==> config.mk <==
export PLATFORM = sky130hd
export DESIGN_NAME = axiuart_top
export DESIGN_NICKNAME = d
export VERILOG_FILES = /design/src/rtl/uart_axi_pkg.sv /design/src/rtl/axiuart_top.sv /design/src/rtl/register_block.sv /design/src/rtl/uart_axi_bridge.sv /design/src/rtl/uart_tx.sv /design/src/rtl/uart_rx.sv
export SDC_FILE = /design/constraint.sdc
export NUM_CORES = 1
export LEC_CHECK = 0
export BUFFER_PORTS_ARGS = -buffer_cell sky130_fd_sc_hd__buf_2
export CAP_MARGIN = 10
export CORE_ASPECT_RATIO = 0.9
export CORE_UTILIZATION = 63
export DETAILED_ROUTE_END_ITERATION = 12
export PLACE_DENSITY_LB_ADDON = 0.1
export SYNTH_ARGS = -nofsm -noshare
export SYNTH_HDL_FRONTEND = slang
export SYNTH_SLANG_ARGS = --single-unit
==> constraint.sdc <==
create_clock -name clk -period 4.2 [get_ports clk]
set_input_delay 0.21 -clock clk [delete_from_list [all_inputs] [get_ports clk]]
set_output_delay 0.21 -clock clk [all_outputs]
set_load 0.1 [all_outputs]
==> src/rtl/uart_axi_pkg.sv <==
`default_nettype none

package uart_axi_pkg;

    // Serial bit timing, short for simulation
    localparam int clks_per_bit = 8;
    localparam int tick_width   = $clog2(clks_per_bit); // Bit period counter width

    // Internal AXI4-Lite bus
    localparam int addr_width = 8;
    localparam int data_width = 32;

    // Register word indices, byte address is index << 2
    localparam logic [addr_width-3:0] reg_control  = 6'd0; // Enable and stats clear
    localparam logic [addr_width-3:0] reg_scratch  = 6'd1;
    localparam logic [addr_width-3:0] reg_status   = 6'd2; // Read only
    localparam logic [addr_width-3:0] reg_rx_count = 6'd3; // Read only
    localparam logic [addr_width-3:0] reg_tx_count = 6'd4; // Read only

    // First byte of a command frame
    typedef enum logic [7:0] {
        op_write = 8'hA5, // Followed by index and four data bytes
        op_read  = 8'h5A  // Followed by index only
    } frame_op_t;

    // First byte of every answer
    typedef enum logic [7:0] {
        st_ok          = 8'h00,
        st_slave_error = 8'h01,
        st_bad_command = 8'h02,
        st_disabled    = 8'h03
    } frame_status_t;

    typedef enum logic [1:0] {
        resp_okay   = 2'b00,
        resp_slverr = 2'b10
    } axi_resp_t;

    typedef enum logic [2:0] {
        idle,
        get_addr,     // Index byte
        get_data,     // Four write data bytes
        bus_write,
        bus_read,
        send_status,
        send_data     // Read data, LSB first
    } bridge_state_t;

endpackage

`default_nettype wire
==> src/rtl/axiuart_top.sv <==
`timescale 1ns/1ns
`default_nettype none

module axiuart_top (
    input  logic clk,
    input  logic reset,
    input  logic uart_rx,
    output logic uart_tx
);
    import uart_axi_pkg::*;

    // Serial byte links
    logic [7:0] rx_data;
    logic       rx_valid;
    logic [7:0] tx_data;
    logic       tx_start;
    logic       tx_ready;

    // Internal AXI4-Lite bus, bridge is the only master
    logic [addr_width-1:0]   awaddr;
    logic                    awvalid;
    logic                    awready;
    logic [data_width-1:0]   wdata;
    logic [data_width/8-1:0] wstrb;
    logic                    wvalid;
    logic                    wready;
    axi_resp_t               bresp;
    logic                    bvalid;
    logic                    bready;
    logic [addr_width-1:0]   araddr;
    logic                    arvalid;
    logic                    arready;
    logic [data_width-1:0]   rdata;
    axi_resp_t               rresp;
    logic                    rvalid;
    logic                    rready;

    // Control and statistics
    logic        bridge_enable;
    logic        reset_stats;
    logic        bridge_busy;
    logic [7:0]  error_code;
    logic [15:0] rx_count;
    logic [15:0] tx_count;

    uart_rx uart_rx_inst (
        .clk      (clk),
        .reset    (reset),
        .uart_rx  (uart_rx),
        .rx_data  (rx_data),
        .rx_valid (rx_valid)
    );

    uart_tx uart_tx_inst (
        .clk      (clk),
        .reset    (reset),
        .tx_data  (tx_data),
        .tx_start (tx_start),
        .tx_ready (tx_ready),
        .uart_tx  (uart_tx)
    );

    uart_axi_bridge bridge_inst (
        .clk           (clk),
        .reset         (reset),
        .rx_data       (rx_data),
        .rx_valid      (rx_valid),
        .tx_data       (tx_data),
        .tx_start      (tx_start),
        .tx_ready      (tx_ready),
        .awaddr        (awaddr),
        .awvalid       (awvalid),
        .awready       (awready),
        .wdata         (wdata),
        .wstrb         (wstrb),
        .wvalid        (wvalid),
        .wready        (wready),
        .bresp         (bresp),
        .bvalid        (bvalid),
        .bready        (bready),
        .araddr        (araddr),
        .arvalid       (arvalid),
        .arready       (arready),
        .rdata         (rdata),
        .rresp         (rresp),
        .rvalid        (rvalid),
        .rready        (rready),
        .bridge_enable (bridge_enable),
        .reset_stats   (reset_stats),
        .bridge_busy   (bridge_busy),
        .error_code    (error_code),
        .rx_count      (rx_count),
        .tx_count      (tx_count)
    );

    register_block register_block_inst (
        .clk           (clk),
        .reset         (reset),
        .awaddr        (awaddr),
        .awvalid       (awvalid),
        .awready       (awready),
        .wdata         (wdata),
        .wstrb         (wstrb),
        .wvalid        (wvalid),
        .wready        (wready),
        .bresp         (bresp),
        .bvalid        (bvalid),
        .bready        (bready),
        .araddr        (araddr),
        .arvalid       (arvalid),
        .arready       (arready),
        .rdata         (rdata),
        .rresp         (rresp),
        .rvalid        (rvalid),
        .rready        (rready),
        .bridge_enable (bridge_enable),
        .reset_stats   (reset_stats),
        .bridge_busy   (bridge_busy),
        .error_code    (error_code),
        .rx_count      (rx_count),
        .tx_count      (tx_count)
    );

endmodule

`default_nettype wire

==> src/rtl/register_block.sv <==
`timescale 1ns/1ns
`default_nettype none

module register_block (
    input  logic                                  clk,
    input  logic                                  reset,
    // AXI4-Lite slave
    input  logic [uart_axi_pkg::addr_width-1:0]   awaddr,
    input  logic                                  awvalid,
    output logic                                  awready,
    input  logic [uart_axi_pkg::data_width-1:0]   wdata,
    input  logic [uart_axi_pkg::data_width/8-1:0] wstrb,
    input  logic                                  wvalid,
    output logic                                  wready,
    output uart_axi_pkg::axi_resp_t               bresp,
    output logic                                  bvalid,
    input  logic                                  bready,
    input  logic [uart_axi_pkg::addr_width-1:0]   araddr,
    input  logic                                  arvalid,
    output logic                                  arready,
    output logic [uart_axi_pkg::data_width-1:0]   rdata,
    output uart_axi_pkg::axi_resp_t               rresp,
    output logic                                  rvalid,
    input  logic                                  rready,
    // Bridge control and status
    output logic                                  bridge_enable,
    output logic                                  reset_stats,
    input  logic                                  bridge_busy,
    input  logic [7:0]                            error_code,
    input  logic [15:0]                           rx_count,
    input  logic [15:0]                           tx_count
);
    import uart_axi_pkg::*;

    logic [addr_width-3:0] wr_index;
    logic [addr_width-3:0] rd_index;
    logic [data_width-1:0] scratch;

    assign wr_index = awaddr[addr_width-1:2];
    assign rd_index = araddr[addr_width-1:2];
    assign wready   = awready; // Address and data taken together

    // Write channel
    always_ff @(posedge clk) begin
        if (reset) begin
            awready       <= 1'b0;
            bvalid        <= 1'b0;
            bridge_enable <= 1'b1; // Bridge usable out of reset
            reset_stats   <= 1'b0;
            scratch       <= '0;
        end else begin
            awready     <= awvalid && wvalid && !awready && !bvalid;
            reset_stats <= 1'b0;
            if (awready) begin
                bvalid <= 1'b1;
                bresp  <= resp_okay;
                case (wr_index)
                    reg_control: begin
                        if (wstrb[0]) begin
                            bridge_enable <= wdata[0];
                            reset_stats   <= wdata[1]; // Self clearing
                        end
                    end
                    reg_scratch: begin
                        for (int b = 0; b < data_width / 8; b++) begin
                            if (wstrb[b])
                                scratch[8*b +: 8] <= wdata[8*b +: 8];
                        end
                    end
                    default: bresp <= resp_slverr; // Read only or unmapped
                endcase
            end else if (bready) begin
                bvalid <= 1'b0;
            end
        end
    end

    // Read channel
    always_ff @(posedge clk) begin
        if (reset) begin
            arready <= 1'b0;
            rvalid  <= 1'b0;
        end else begin
            arready <= arvalid && !arready && !rvalid;
            if (arready) begin
                rvalid <= 1'b1; // One cycle after acceptance
                rresp  <= resp_okay;
                case (rd_index)
                    reg_control:  rdata <= data_width'(bridge_enable); // Clear bit reads 0
                    reg_scratch:  rdata <= scratch;
                    reg_status:   rdata <= {16'd0, error_code, 7'd0, bridge_busy};
                    reg_rx_count: rdata <= data_width'(rx_count);
                    reg_tx_count: rdata <= data_width'(tx_count);
                    default: begin
                        rdata <= '0;
                        rresp <= resp_slverr;
                    end
                endcase
            end else if (rready) begin
                rvalid <= 1'b0;
            end
        end
    end

endmodule

`default_nettype wire

==> src/rtl/uart_axi_bridge.sv <==
`timescale 1ns/1ns
`default_nettype none

module uart_axi_bridge (
    input  logic                                  clk,
    input  logic                                  reset,
    // Serial byte side
    input  logic [7:0]                            rx_data,
    input  logic                                  rx_valid,
    output logic [7:0]                            tx_data,
    output logic                                  tx_start,
    input  logic                                  tx_ready,
    // AXI4-Lite master
    output logic [uart_axi_pkg::addr_width-1:0]   awaddr,
    output logic                                  awvalid,
    input  logic                                  awready,
    output logic [uart_axi_pkg::data_width-1:0]   wdata,
    output logic [uart_axi_pkg::data_width/8-1:0] wstrb,
    output logic                                  wvalid,
    input  logic                                  wready,
    input  uart_axi_pkg::axi_resp_t               bresp,
    input  logic                                  bvalid,
    output logic                                  bready,
    output logic [uart_axi_pkg::addr_width-1:0]   araddr,
    output logic                                  arvalid,
    input  logic                                  arready,
    input  logic [uart_axi_pkg::data_width-1:0]   rdata,
    input  uart_axi_pkg::axi_resp_t               rresp,
    input  logic                                  rvalid,
    output logic                                  rready,
    // Control and statistics
    input  logic                                  bridge_enable,
    input  logic                                  reset_stats,
    output logic                                  bridge_busy,
    output logic [7:0]                            error_code,
    output logic [15:0]                           rx_count,
    output logic [15:0]                           tx_count
);
    import uart_axi_pkg::*;

    bridge_state_t         state;
    logic                  is_write;  // Frame kind after the opcode
    logic [7:0]            reg_index;
    logic [1:0]            byte_cnt;  // Data bytes in or out
    logic [data_width-1:0] data_buf;  // Write data, later read data
    frame_status_t         status;

    // Index to byte address, upper index bits dropped
    assign awaddr  = {reg_index[addr_width-3:0], 2'b00};
    assign araddr  = {reg_index[addr_width-3:0], 2'b00};
    assign wdata   = data_buf;
    assign wstrb   = '1;                    // Always full words
    assign bready  = (state == bus_write);  // Never stalls the slave
    assign rready  = (state == bus_read);

    // Answer bytes, status first
    assign tx_data  = (state == send_status) ? status : data_buf[7:0];
    assign tx_start = tx_ready && (state == send_status || state == send_data);

    assign bridge_busy = (state != idle);
    assign error_code  = status;

    always_ff @(posedge clk) begin
        if (reset) begin
            state    <= idle;
            is_write <= 1'b0;
            byte_cnt <= 2'd0;
            status   <= st_ok;
            awvalid  <= 1'b0;
            wvalid   <= 1'b0;
            arvalid  <= 1'b0;
            rx_count <= 16'd0;
            tx_count <= 16'd0;
        end else begin
            case (state)
                idle: begin
                    if (rx_valid) begin
                        if (rx_data == op_write || rx_data == op_read) begin
                            is_write <= (rx_data == op_write);
                            state    <= get_addr;
                        end else begin
                            status <= st_bad_command; // Answer right away
                            state  <= send_status;
                        end
                    end
                end
                get_addr: begin
                    if (rx_valid) begin
                        reg_index <= rx_data;
                        byte_cnt  <= 2'd0;
                        if (is_write) begin
                            state <= get_data;
                        end else begin
                            rx_count <= rx_count + 1'b1; // Read frame complete
                            if (bridge_enable) begin
                                arvalid <= 1'b1;
                                state   <= bus_read;
                            end else begin
                                status <= st_disabled;
                                state  <= send_status;
                            end
                        end
                    end
                end
                get_data: begin
                    if (rx_valid) begin
                        data_buf <= {rx_data, data_buf[data_width-1:8]}; // LSB first
                        byte_cnt <= byte_cnt + 1'b1;
                        if (byte_cnt == 2'd3) begin
                            rx_count <= rx_count + 1'b1;
                            // Control stays writable so the host can re-enable
                            if (bridge_enable || reg_index == 8'(reg_control)) begin
                                awvalid <= 1'b1;
                                wvalid  <= 1'b1;
                                state   <= bus_write;
                            end else begin
                                status <= st_disabled;
                                state  <= send_status;
                            end
                        end
                    end
                end
                bus_write: begin
                    if (awready)
                        awvalid <= 1'b0;
                    if (wready)
                        wvalid <= 1'b0;
                    if (bvalid) begin
                        status <= (bresp == resp_okay) ? st_ok : st_slave_error;
                        state  <= send_status;
                    end
                end
                bus_read: begin
                    if (arready)
                        arvalid <= 1'b0;
                    if (rvalid) begin
                        data_buf <= rdata;
                        status   <= (rresp == resp_okay) ? st_ok : st_slave_error;
                        state    <= send_status;
                    end
                end
                send_status: begin
                    if (tx_ready) begin
                        byte_cnt <= 2'd0;
                        if (status == st_ok && !is_write) begin
                            state <= send_data; // Good read carries data
                        end else begin
                            tx_count <= tx_count + 1'b1;
                            state    <= idle;
                        end
                    end
                end
                send_data: begin
                    if (tx_ready) begin
                        data_buf <= data_buf >> 8;
                        byte_cnt <= byte_cnt + 1'b1;
                        if (byte_cnt == 2'd3) begin
                            tx_count <= tx_count + 1'b1; // Last byte handed over
                            state    <= idle;
                        end
                    end
                end
                default: state <= idle;
            endcase
            if (reset_stats) begin
                rx_count <= 16'd0; // Overrides any count this cycle
                tx_count <= 16'd0;
            end
        end
    end

endmodule

`default_nettype wire

==> src/rtl/uart_tx.sv <==
`timescale 1ns/1ns
`default_nettype none

module uart_tx (
    input  logic       clk,
    input  logic       reset,
    input  logic [7:0] tx_data,
    input  logic       tx_start,
    output logic       tx_ready,
    output logic       uart_tx
);
    import uart_axi_pkg::*;

    logic [9:0]            shift;     // Stop, data, start
    logic [3:0]            bits_left;
    logic [tick_width-1:0] tick_cnt;

    assign tx_ready = (bits_left == 4'd0);
    assign uart_tx  = shift[0];

    always_ff @(posedge clk) begin
        if (reset) begin
            shift     <= '1; // Line high while idle
            bits_left <= 4'd0;
            tick_cnt  <= '0;
        end else if (tx_ready) begin
            if (tx_start) begin
                shift     <= {1'b1, tx_data, 1'b0};
                bits_left <= 4'd10;
                tick_cnt  <= tick_width'(clks_per_bit - 1);
            end
        end else if (tick_cnt != 0) begin
            tick_cnt <= tick_cnt - 1'b1;
        end else begin
            // Next bit, ones fill in behind
            shift     <= {1'b1, shift[9:1]};
            bits_left <= bits_left - 1'b1;
            tick_cnt  <= tick_width'(clks_per_bit - 1);
        end
    end

endmodule

`default_nettype wire

==> src/rtl/uart_rx.sv <==
`timescale 1ns/1ns
`default_nettype none

module uart_rx (
    input  logic       clk,
    input  logic       reset,
    input  logic       uart_rx,
    output logic [7:0] rx_data,
    output logic       rx_valid
);
    import uart_axi_pkg::*;

    logic [2:0]            line_sync; // Two sync flops plus one of history
    logic                  busy;
    logic [3:0]            bit_idx;   // 0 start, 1..8 data, 9 stop
    logic [tick_width-1:0] tick_cnt;
    logic [7:0]            shift;

    assign rx_data = shift;

    always_ff @(posedge clk) begin
        if (reset) begin
            line_sync <= 3'b111; // Idle line is high
            busy      <= 1'b0;
            bit_idx   <= 4'd0;
            tick_cnt  <= '0;
            rx_valid  <= 1'b0;
        end else begin
            line_sync <= {line_sync[1:0], uart_rx};
            rx_valid  <= 1'b0; // One cycle strobe
            if (!busy) begin
                if (line_sync[2:1] == 2'b10) begin // Start edge
                    busy     <= 1'b1;
                    bit_idx  <= 4'd0;
                    tick_cnt <= tick_width'(clks_per_bit / 2 - 1); // Aim at mid start bit
                end
            end else if (tick_cnt != 0) begin
                tick_cnt <= tick_cnt - 1'b1;
            end else begin
                // Middle of a bit
                tick_cnt <= tick_width'(clks_per_bit - 1);
                bit_idx  <= bit_idx + 1'b1;
                if (bit_idx == 4'd0) begin
                    if (line_sync[1])
                        busy <= 1'b0; // Glitch, not a real start bit
                end else if (bit_idx == 4'd9) begin
                    busy     <= 1'b0;
                    rx_valid <= line_sync[1]; // Low stop bit drops the byte
                end else begin
                    shift <= {line_sync[1], shift[7:1]}; // LSB arrives first
                end
            end
        end
    end

endmodule

`default_nettype wire

==> out/qor.txt, run 1 <==
status - finished clean
FF+latch area - 4620 sq um
async set-reset flop share out of synthesis - 0%
Avg WL per Cell - 18.0 um
gr ovfl total - 0
Antenna Violating Nets Remaining - 0
most frequent cell after synthesis - nand2_1
delay of the slowest critical-path stage - 0.83 ns
Max Cap Viol - 0
Max Root-Sink Buffers - 2
max frequency - 360 MHz
fin nets - 807
TritonCTS Buffers - 17
Post-Syn Instances - 807
area occupied by multi-input gates - 3350 sq um
Antenna Cells - 0
post-CTS sizing - 0
core area - 12700 sq um
1st-pass router iterations - 4
max_slew headroom - 24.2%
vias in the first global route - 5557
final setup violation count - 0
drt first-iter violations - 636
Die W - 122 um
ranking of synthesized cells by area - edfxtp_1 30%, dfxtp_1 26%, nand2_1 6.5%
Port-buffer cells - 3
top cell type by total area after synthesis - edfxtp_1
Placed Area - 8320 sq um
Yosys top cell area share - 30.0%
met1 WL - 8110 um
Yosys reg bits - 190
Worst Tran Pin Value - 1.13 ns
CTS H-tree lvls - 4
fin crit share - 66.2%
Commonest cells post-synth - 143 x nand2_1, 108 x dfxtp_1, 82 x edfxtp_1
vias - 5940
largest net degree at the start of global routing - 47
layout cells sized above 1 - 10.9%
fin area - 8870 sq um
RSZ-0062 raised after global routing - no
Starting Density - 64.8%
r2r worst-path depth - 5
uppermost layer routed - met4
GP Congestion - 0.810
clock-pin transition on the worst setup and hold timing paths - 0.06 ns
maximum vdd drop - 0.311 mV
post-route DRC violation count - 0
CTS root buf - clkbuf_16
Skew-Pair Late Insertion Delay - 0.44 ns
final hold vios - 0
CP cell instances - nor2b_1 -> o211a_1 -> nand4_2 -> or4_1 -> a21oi_1
CP max FO - 24
# rows - 39
Hold Path Cell Cnt - 2
r2r setup slk - 1.42 ns
WP buf/inv - 0
DR vias/cell - 6.12
start-to-end type of the worst setup path - register to register
Req. time, crit path - 4.56 ns
Netlist cell types - 64
cell family with most CP delay - simple AND/OR/NAND/NOR gates
metal2 WL - 8250 um
Sink Count - 190
first-pass GRT wire length - 28200 um
register area share after synthesis - 56.3%
Worst EP arrival - 3.14 ns
final slew viol count - 0
Ports - 4
routed wire length on met3 - 856 um
slowest CP cell - dfxtp_1
leakage power - 3.16 nW
Post-Syn Nets - 821
YS warnings - 0
Area Growth Syn to Fin - 7.87%
Post-Syn Area - 8220 sq um
CTS tree - built
Detailed Place HPWL - 11300 um
fill count - 915
Worst path depth - 5
ys flop type - dfxtp_1
final setup TNS - 0 ns
total power per unit cell area - 469 nW/um^2
number of synthesized flops with an enable pin - 82
Setup crit start kind - register
initial antenna violation count - 0
final wirelength - 17400 um
die height - 110 um
DIE AREA - 13500 sq um
Worst Hold Class - input port to register
fin crit period - 2.78 ns
CP endpoint kind - register
synthesized area per cell - 10.2 sq um
Clock Skew - 0.00886 ns
GRT Total Usage - 27.7%
==> per-stage QoR <==
| step | hold slack (ns) | worst slack (ns) | util, % | cells | power, mW |
|---|---|---|---|---|---|
| 5_1_grt | 0.424 | 1.23 | 69.9 | 970 | 4.32 |
| 2_1_floorplan | 0.314 | 0.428 | - | 807 | 2.60 |
| 6_report | 0.385 | 1.42 | 69.9 | 970 | 4.16 |
| 3_3_place_gp | 0.399 | 1.57 | 65.6 | 937 | 2.67 |
| 3_5_place_dp | 0.399 | 1.48 | 65.6 | 937 | 2.70 |
| 4_1_cts | 0.372 | 1.45 | 69.9 | 970 | 4.17 |
==> flip-flops by register name, summed over array words and instances, names as in the netlist, 4 cells and up <==
signal	flops
bridge_inst.wdata	32
uart_rx_inst.bit_idx	4
bridge_inst.reg_index	8
bridge_inst.tx_count	16
bridge_inst.rx_count	16
uart_tx_inst.bits_left	4
register_block_inst.rdata	32
register_block_inst.scratch	32
uart_tx_inst.shift	9
uart_rx_inst.rx_data	8
==> final timing paths <==
check,from,to
min reg2reg,uart_rx_inst.line_sync[0]$_SDFF_PP1_,uart_rx_inst.line_sync[1]$_SDFF_PP1_
max,bridge_inst.state[1]$_SDFFE_PP0P_,bridge_inst.tx_count[15]$_SDFFE_PP0P_
max reg2reg,bridge_inst.state[1]$_SDFFE_PP0P_,bridge_inst.tx_count[15]$_SDFFE_PP0P_
min,reset,register_block_inst.bvalid$_SDFFE_PP0P_
==> metal layers <==
layer  up-vias  GRT usage, %
li1       2848             -
met1      2921          38.1
met2       149          44.0
met3        22          4.89
met4         0          10.2
met5         -             0
==> report_power, final <==
| part | internal (mW) | switching (mW) |
|---|---|---|
| Combinational | 0.227 | 0.384 |
| Clock | 0.777 | 0.712 |
| Sequential | 2.00 | 0.0606 |
==> timing repair <==
item,4_1_cts,5_1_grt
endpoints found under the hold margin,1,0
hold buffers,1,0
setup buffers,0,0
endpoints found under the setup margin,0,0
==> final cells by class <==
| type | instances | area share [%] |
|---|---|---|
| Clock inverter | 12 | 0.974 |
| Timing Repair Buffer | 12 | 0.960 |
| Multi-Input combinational cell | 554 | 37.8 |
| Sequential cell | 190 | 52.2 |
| Clock buffer | 20 | 5.04 |
| Inverter | 18 | 0.762 |
| Tap cell | 164 | 2.31 |
==> cell families (layout without fill, tap and decap cells) <==
group,count (synthesis),count (layout),synth area share [%]
simple gates,326,326,19.2
flops,190,190,56.3
compound gates,166,166,13.5
buf+inv,63,62,3.17
mux,29,29,3.90
xor+xnor,22,22,2.34
fa+ha+maj,11,11,1.67
==> placed cells by master, fill, tap and decap left out, types with 6 or more instances in the layout <==
master,instances
or3_1,9
a21oi_1,63
buf_4,8
nand2b_1,9
xor2_1,19
or2_2,6
nor2_1,56
ha_1,11
nor2b_1,13
mux2_2,24
nand3_1,19
a22oi_1,23
and3_1,27
inv_1,18
o21ai_0,24
o211ai_1,6
edfxtp_1,82
dfxtp_1,108
clkbuf_16,17
nand4_1,10
a211oi_1,8
nand2_1,143
No activity file was read; power rests on OpenSTA's default activity.
==> run 2, diff against run 1 <==
==> constraint.sdc (replaced) <==
create_clock -name clk -period 2.9 [get_ports clk]
set_input_delay 0.145 -clock clk [delete_from_list [all_inputs] [get_ports clk]]
set_output_delay 0.145 -clock clk [all_outputs]
set_load 0.1 [all_outputs]
==> run 2 against run 1 <==
Net effect: total power rose by 49%; via count is 2.5% higher; final cell count is 1.1% higher; register-to-register slack worse by 0.93 ns; fmax grew 16%; combinational power rose by 57%; first-iteration DRC count shrank 11%; global-route usage rose by 1.5 points; wire length grew 6.4%; flip-flop and latch count unchanged; critical endpoint unchanged; largest cell class unchanged; highest routed layer unchanged.
==> out/qor.txt, run 2 (same netlist as run 1, synthesis figures left out) <==
max frequency - 415 MHz
largest net degree at the start of global routing - 34
final core occ - 71.0%
delay of the slowest critical-path stage - 0.50 ns
Clock Skew - 0.0115 ns
# rows - 39
Setup crit start kind - register
CTS H-tree lvls - 4
RSZ-0062 raised after global routing - no
Hold WS - 0.234 ns
slowest CP cell - o211a_1
Worst Hold Launch - reset
Final Worst Setup Slack - 0.493 ns
die height - 110 um
vias - 6088
Worst EP arrival - 2.78 ns
Sink Count - 190
CP cell instances - inv_1 -> ha_1 -> nor3b_4 -> o211a_1 -> nand4_2 -> or4_1 -> a21oi_1
final hold vios - 0
reg2reg start - uart_tx_inst.bits_left[0]$_SDFFE_PP0P_
DR vias/cell - 6.21
final setup violation count - 0
CP endpoint kind - register
GRT Total Usage - 29.2%
post-CTS sizing - 0
most common cell after layout, fill and taps aside - nand2_1
r2r worst-path depth - 7
start-to-end type of the worst setup path - register to register
DIE AREA - 13500 sq um
Avg WL per Cell - 18.9 um
initial antenna violation count - 0
status - finished clean
maximum vdd drop - 0.496 mV
TritonCTS Buffers - 17
layout cells sized above 1 - 11.9%
vias in the first global route - 5742
fin crit share - 83.0%
clock-pin transition on the worst setup and hold timing paths - 0.07 ns
GP Congestion - 0.906
CP max FO - 11
Die W - 122 um
first-pass GRT wire length - 29300 um
fin nets - 818
Skew-Pair Late Insertion Delay - 0.44 ns
post-route DRC violation count - 0
CTS root buf - clkbuf_16
fin crit period - 2.41 ns
drt first-iter violations - 564
core area - 12700 sq um
Max Cap Viol - 0
1st-pass router iterations - 4
final slew viol count - 0
Port-buffer cells - 3
CTS tree - built
Antenna Cells - 0
Ports - 4
gr ovfl total - 0
leakage power - 3.24 nW
Max Root-Sink Buffers - 2
Hold EP - uart_tx_inst.bits_left[0]$_SDFFE_PP0P_
total power per unit cell area - 688 nW/um^2
Place WS - 0.493 ns
Placed Area - 8430 sq um
Req. time, crit path - 3.27 ns
max_slew headroom - 54.5%
postcts setup bufs - 0
Hold Buf Count CTS - 1
RR Endpoint - bridge_inst.tx_count[15]$_SDFFE_PP0P_
Detailed Place HPWL - 12400 um
Worst Hold Class - input port to register
Worst Tran Pin Value - 0.681 ns
r2r setup slk - 0.49 ns
Area Growth Syn to Fin - 9.62%
Starting Density - 64.8%
final wirelength - 18600 um
commonest cells after routing, fill and taps aside - 143 x nand2_1, 108 x dfxtp_1, 82 x edfxtp_1
Hold Path Cell Cnt - 2
Antenna Violating Nets Remaining - 0
final setup TNS - 0 ns
fin area - 9010 sq um
[run 2: final cells by class]
class / count / area (sq um)
timing repair buffer: 23 / 180
clock inverter: 6 / 55.1
inverter: 18 / 67.6
sequential: 190 / 4620
multi-input combinational: 554 / 3360
clock buffer: 26 / 520
tap: 164 / 205
fill: 917 / 3680
[run 2: worst max path at each step]
stage | start | to | slack, ns | depth (start not counted)
2_1_floorplan | uart_tx_inst.bits_left[0]$_SDFFE_PP0P_ | bridge_inst.wdata[0]$_DFFE_PP_ | 0.11 | 7
3_3_place_gp | uart_tx_inst.bits_left[0]$_SDFFE_PP0P_ | bridge_inst.tx_count[15]$_SDFFE_PP0P_ | 0.60 | 7
3_5_place_dp | uart_tx_inst.bits_left[0]$_SDFFE_PP0P_ | bridge_inst.tx_count[15]$_SDFFE_PP0P_ | 0.49 | 7
4_1_cts | uart_tx_inst.bits_left[0]$_SDFFE_PP0P_ | bridge_inst.tx_count[15]$_SDFFE_PP0P_ | 0.49 | 7
5_1_grt | uart_tx_inst.bits_left[0]$_SDFFE_PP0P_ | bridge_inst.tx_count[15]$_SDFFE_PP0P_ | 0.30 | 7
6_report | uart_tx_inst.bits_left[0]$_SDFFE_PP0P_ | bridge_inst.tx_count[15]$_SDFFE_PP0P_ | 0.49 | 7
[run 2: metrics by stage]
step | power [mW] | instances
after floorplan | 3.76 | 807
after global placement | 3.93 | 948
after detailed placement | 3.98 | 948
after CTS | 6.22 | 981
after global routing | 6.46 | 981
final | 6.20 | 981
[run 2: report_power, final]
group	total, mW	internal (mW)	switching [mW]
Sequential	2.97	2.89	0.0808
Clock	2.27	1.32	0.950
Combinational	0.961	0.374	0.587
[run 2: critical path: cells and delay by family (launching register included)]
kind | cells | cell delay, ns
AND/OR/NAND/NOR | 3 | 1.11
buffers and inverters | 1 | 0.06
adder cells (fa/ha/maj) | 1 | 0.19
AO/OA/AOI/OAI | 2 | 0.64
flip-flops | 1 | 0.33
[run 2: per-layer routing]
layer	GRT usage, %	part of all wire [%]	vias up
met3	5.92	5.6	31
met4	13.3	2.4	0
met1	40.1	46	2997
met5	0	0	-
met2	44.7	46	189
li1	-	-	2871
==> run 3, diff against run 2 <==
--- a/config.mk
+++ b/config.mk
@@ -8,7 +8,7 @@
 export BUFFER_PORTS_ARGS = -buffer_cell sky130_fd_sc_hd__buf_2
 export CAP_MARGIN = 10
 export CORE_ASPECT_RATIO = 0.9
-export CORE_UTILIZATION = 63
+export CORE_UTILIZATION = 57
 export DETAILED_ROUTE_END_ITERATION = 12
 export PLACE_DENSITY_LB_ADDON = 0.1
 export SYNTH_ARGS = -nofsm -noshare
==> constraint.sdc (replaced) <==
create_clock -name clk -period 2 [get_ports clk]
set_input_delay 0.1 -clock clk [delete_from_list [all_inputs] [get_ports clk]]
set_output_delay 0.1 -clock clk [all_outputs]
set_load 0.1 [all_outputs]
==> run 3 against run 2 <==
Net effect: design area grew 3.2%; global-route usage fell by 3.0 points; flip-flop and latch count stayed put; final cell count is 5.2% higher; worst setup slack got worse by 0.43 ns; sequential power is 45% higher; combinational power grew 62%; register-to-register slack lost 0.43 ns; sequential share of layout area shrank 1.6 points; utilization down 4.8 points; critical path type unchanged; critical endpoint unchanged; largest cell class unchanged; largest power group unchanged; highest routed layer unchanged.
==> out/qor.txt, run 3 (same netlist as run 1, synthesis figures left out) <==
fill count - 1122
vias - 6020
CTS root buf - clkbuf_16
total power - 9.14 mW
CP endpoint kind - register
Sink Count - 190
core area - 14100 sq um
Setup crit start kind - register
Worst Tran Pin Value - 0.622 ns
largest net degree at the start of global routing - 34
post-route DRC violation count - 0
CTS tree - built
first-pass GRT wire length - 29500 um
Starting Density - 58.5%
1st-pass router iterations - 5
Die W - 129 um
fin nets - 840
die height - 116 um
Max Cap Viol - 0
final setup violation count - 0
CTS H-tree lvls - 4
initial antenna violation count - 0
gr ovfl total - 0
most common cell after layout, fill and taps aside - nand2_1
Place WS - -0.0287 ns
Max Root-Sink Buffers - 2
fin area - 9300 sq um
CP cell instances - inv_2 -> ha_4 -> nor3b_4 -> o211a_1 -> nand4_2 -> or4_1 -> a21oi_1
slowest CP cell - or4_1
max_slew headroom - 58.5%
Clock Skew - 0.0137 ns
Worst Hold Class - input port to register
delay of the slowest critical-path stage - 0.50 ns
max frequency - 517 MHz
Detailed Place HPWL - 12000 um
drt first-iter violations - 461
Area Growth Syn to Fin - 13.2%
leakage power - 3.36 nW
Port-buffer cells - 3
Antenna Cells - 0
final core occ - 66.2%
status - finished clean
Worst EP arrival - 2.29 ns
DR vias/cell - 5.83
clock-pin transition on the worst setup and hold timing paths - 0.07 ns
Ports - 4
Antenna Violating Nets Remaining - 0
maximum vdd drop - 0.613 mV
commonest cells after routing, fill and taps aside - 143 x nand2_1, 105 x dfxtp_1, 82 x edfxtp_1
total power per unit cell area - 982 nW/um^2
Placed Area - 8660 sq um
start-to-end type of the worst setup path - register to register
TritonCTS Buffers - 17
DIE AREA - 14900 sq um
RSZ-0062 raised after global routing - yes
Avg WL per Cell - 17.6 um
Final Worst Setup Slack - 0.0659 ns
final hold vios - 0
Req. time, crit path - 2.36 ns
CP max FO - 10
fin crit share - 96.7%
layout cells sized above 1 - 15.7%
final wirelength - 18200 um
fin crit period - 1.93 ns
final slew viol count - 0
# rows - 41
GP Congestion - 0.899
vias in the first global route - 5743
GRT Total Usage - 26.2%
Skew-Pair Late Insertion Delay - 0.43 ns
==> run 3: cell types whose count changed in the layout (fill, tap and decap cells not counted), sizes merged <==
cell / previous run / this run
inv: 18 / 22
clkinvlp: 0 / 3
buf: 22 / 44
clkbuf: 26 / 19
==> run 3: area by class of cell <==
type / count / area (sq um) / share of cell area (%)
Tap cell: 193 / 241 / 2.60
Sequential cell: 190 / 4630 / 49.8
Clock inverter: 13 / 133 / 1.43
Clock buffer: 19 / 433 / 4.65
Timing Repair Buffer: 45 / 394 / 4.24
Multi-Input combinational cell: 554 / 3400 / 36.6
Inverter: 18 / 71.3 / 0.767
==> run 3: worst max-delay path, delay by kind of cell (launching register included) <==
family | cells | cell delay (ns)
compound gates | 2 | 0.38
fa+ha+maj | 1 | 0.14
buf+inv | 1 | 0.07
flops | 1 | 0.32
simple gates | 3 | 0.96
==> run 3: worst paths after layout <==
| path | cells after the start | end | startpoint | slack (ns) |
|---|---|---|---|---|
| setup reg to reg | 7 | bridge_inst.tx_count[15]$_SDFFE_PP0P_ | uart_tx_inst.bits_left[1]$_SDFFE_PP0P_ | 0.07 |
| hold / removal | 2 | uart_tx_inst.bits_left[0]$_SDFFE_PP0P_ | reset | 0.1 |
| setup / recovery | 7 | bridge_inst.tx_count[15]$_SDFFE_PP0P_ | uart_tx_inst.bits_left[1]$_SDFFE_PP0P_ | 0.07 |
| hold reg to reg | 1 | uart_rx_inst.line_sync[1]$_SDFF_PP1_ | uart_rx_inst.line_sync[0]$_SDFF_PP1_ | 0.43 |
==> run 3: per-layer routing <==
| layer | part of all wire, % | GRT usage, % | vias to the layer above |
|---|---|---|---|
| met1 | 46 | 34.6 | 2951 |
| li1 | - | - | 2927 |
| met3 | 3.7 | 5.31 | 17 |
| met4 | 1.2 | 9.10 | 0 |
| met5 | 0 | 0 | - |
| met2 | 49 | 43.0 | 125 |
==> run 3: stage by stage <==
stage	hold slack [ns]	setup TNS, ns	instances
3_3_place_gp	0.288	0	996
4_1_cts	0.0835	0	1031
3_5_place_dp	0.290	-0.0287	996
5_1_grt	0.105	-0.0368	1032
6_report	0.0990	0	1032
2_1_floorplan	0.204	-10.13	807
==> run 3: what timing repair did <==
item | in CTS | in global routing
gates resized for setup | 1 | 11
gates cloned | 0 | 0
setup buffers | 2 | 1
hold buffers | 1 | 0
setup endpoints to repair | 3 | 55
endpoints found under the hold margin | 1 | 0
pin swaps | 1 | 2
==> run 3: where the power goes <==
group,switching [mW],internal [mW],leakage [nW],total [mW]
sequential,0.111,4.20,1.68,4.31
clock,1.52,1.75,0.273,3.27
combinational,0.892,0.671,1.41,1.56
total,2.53,6.61,3.36,9.14
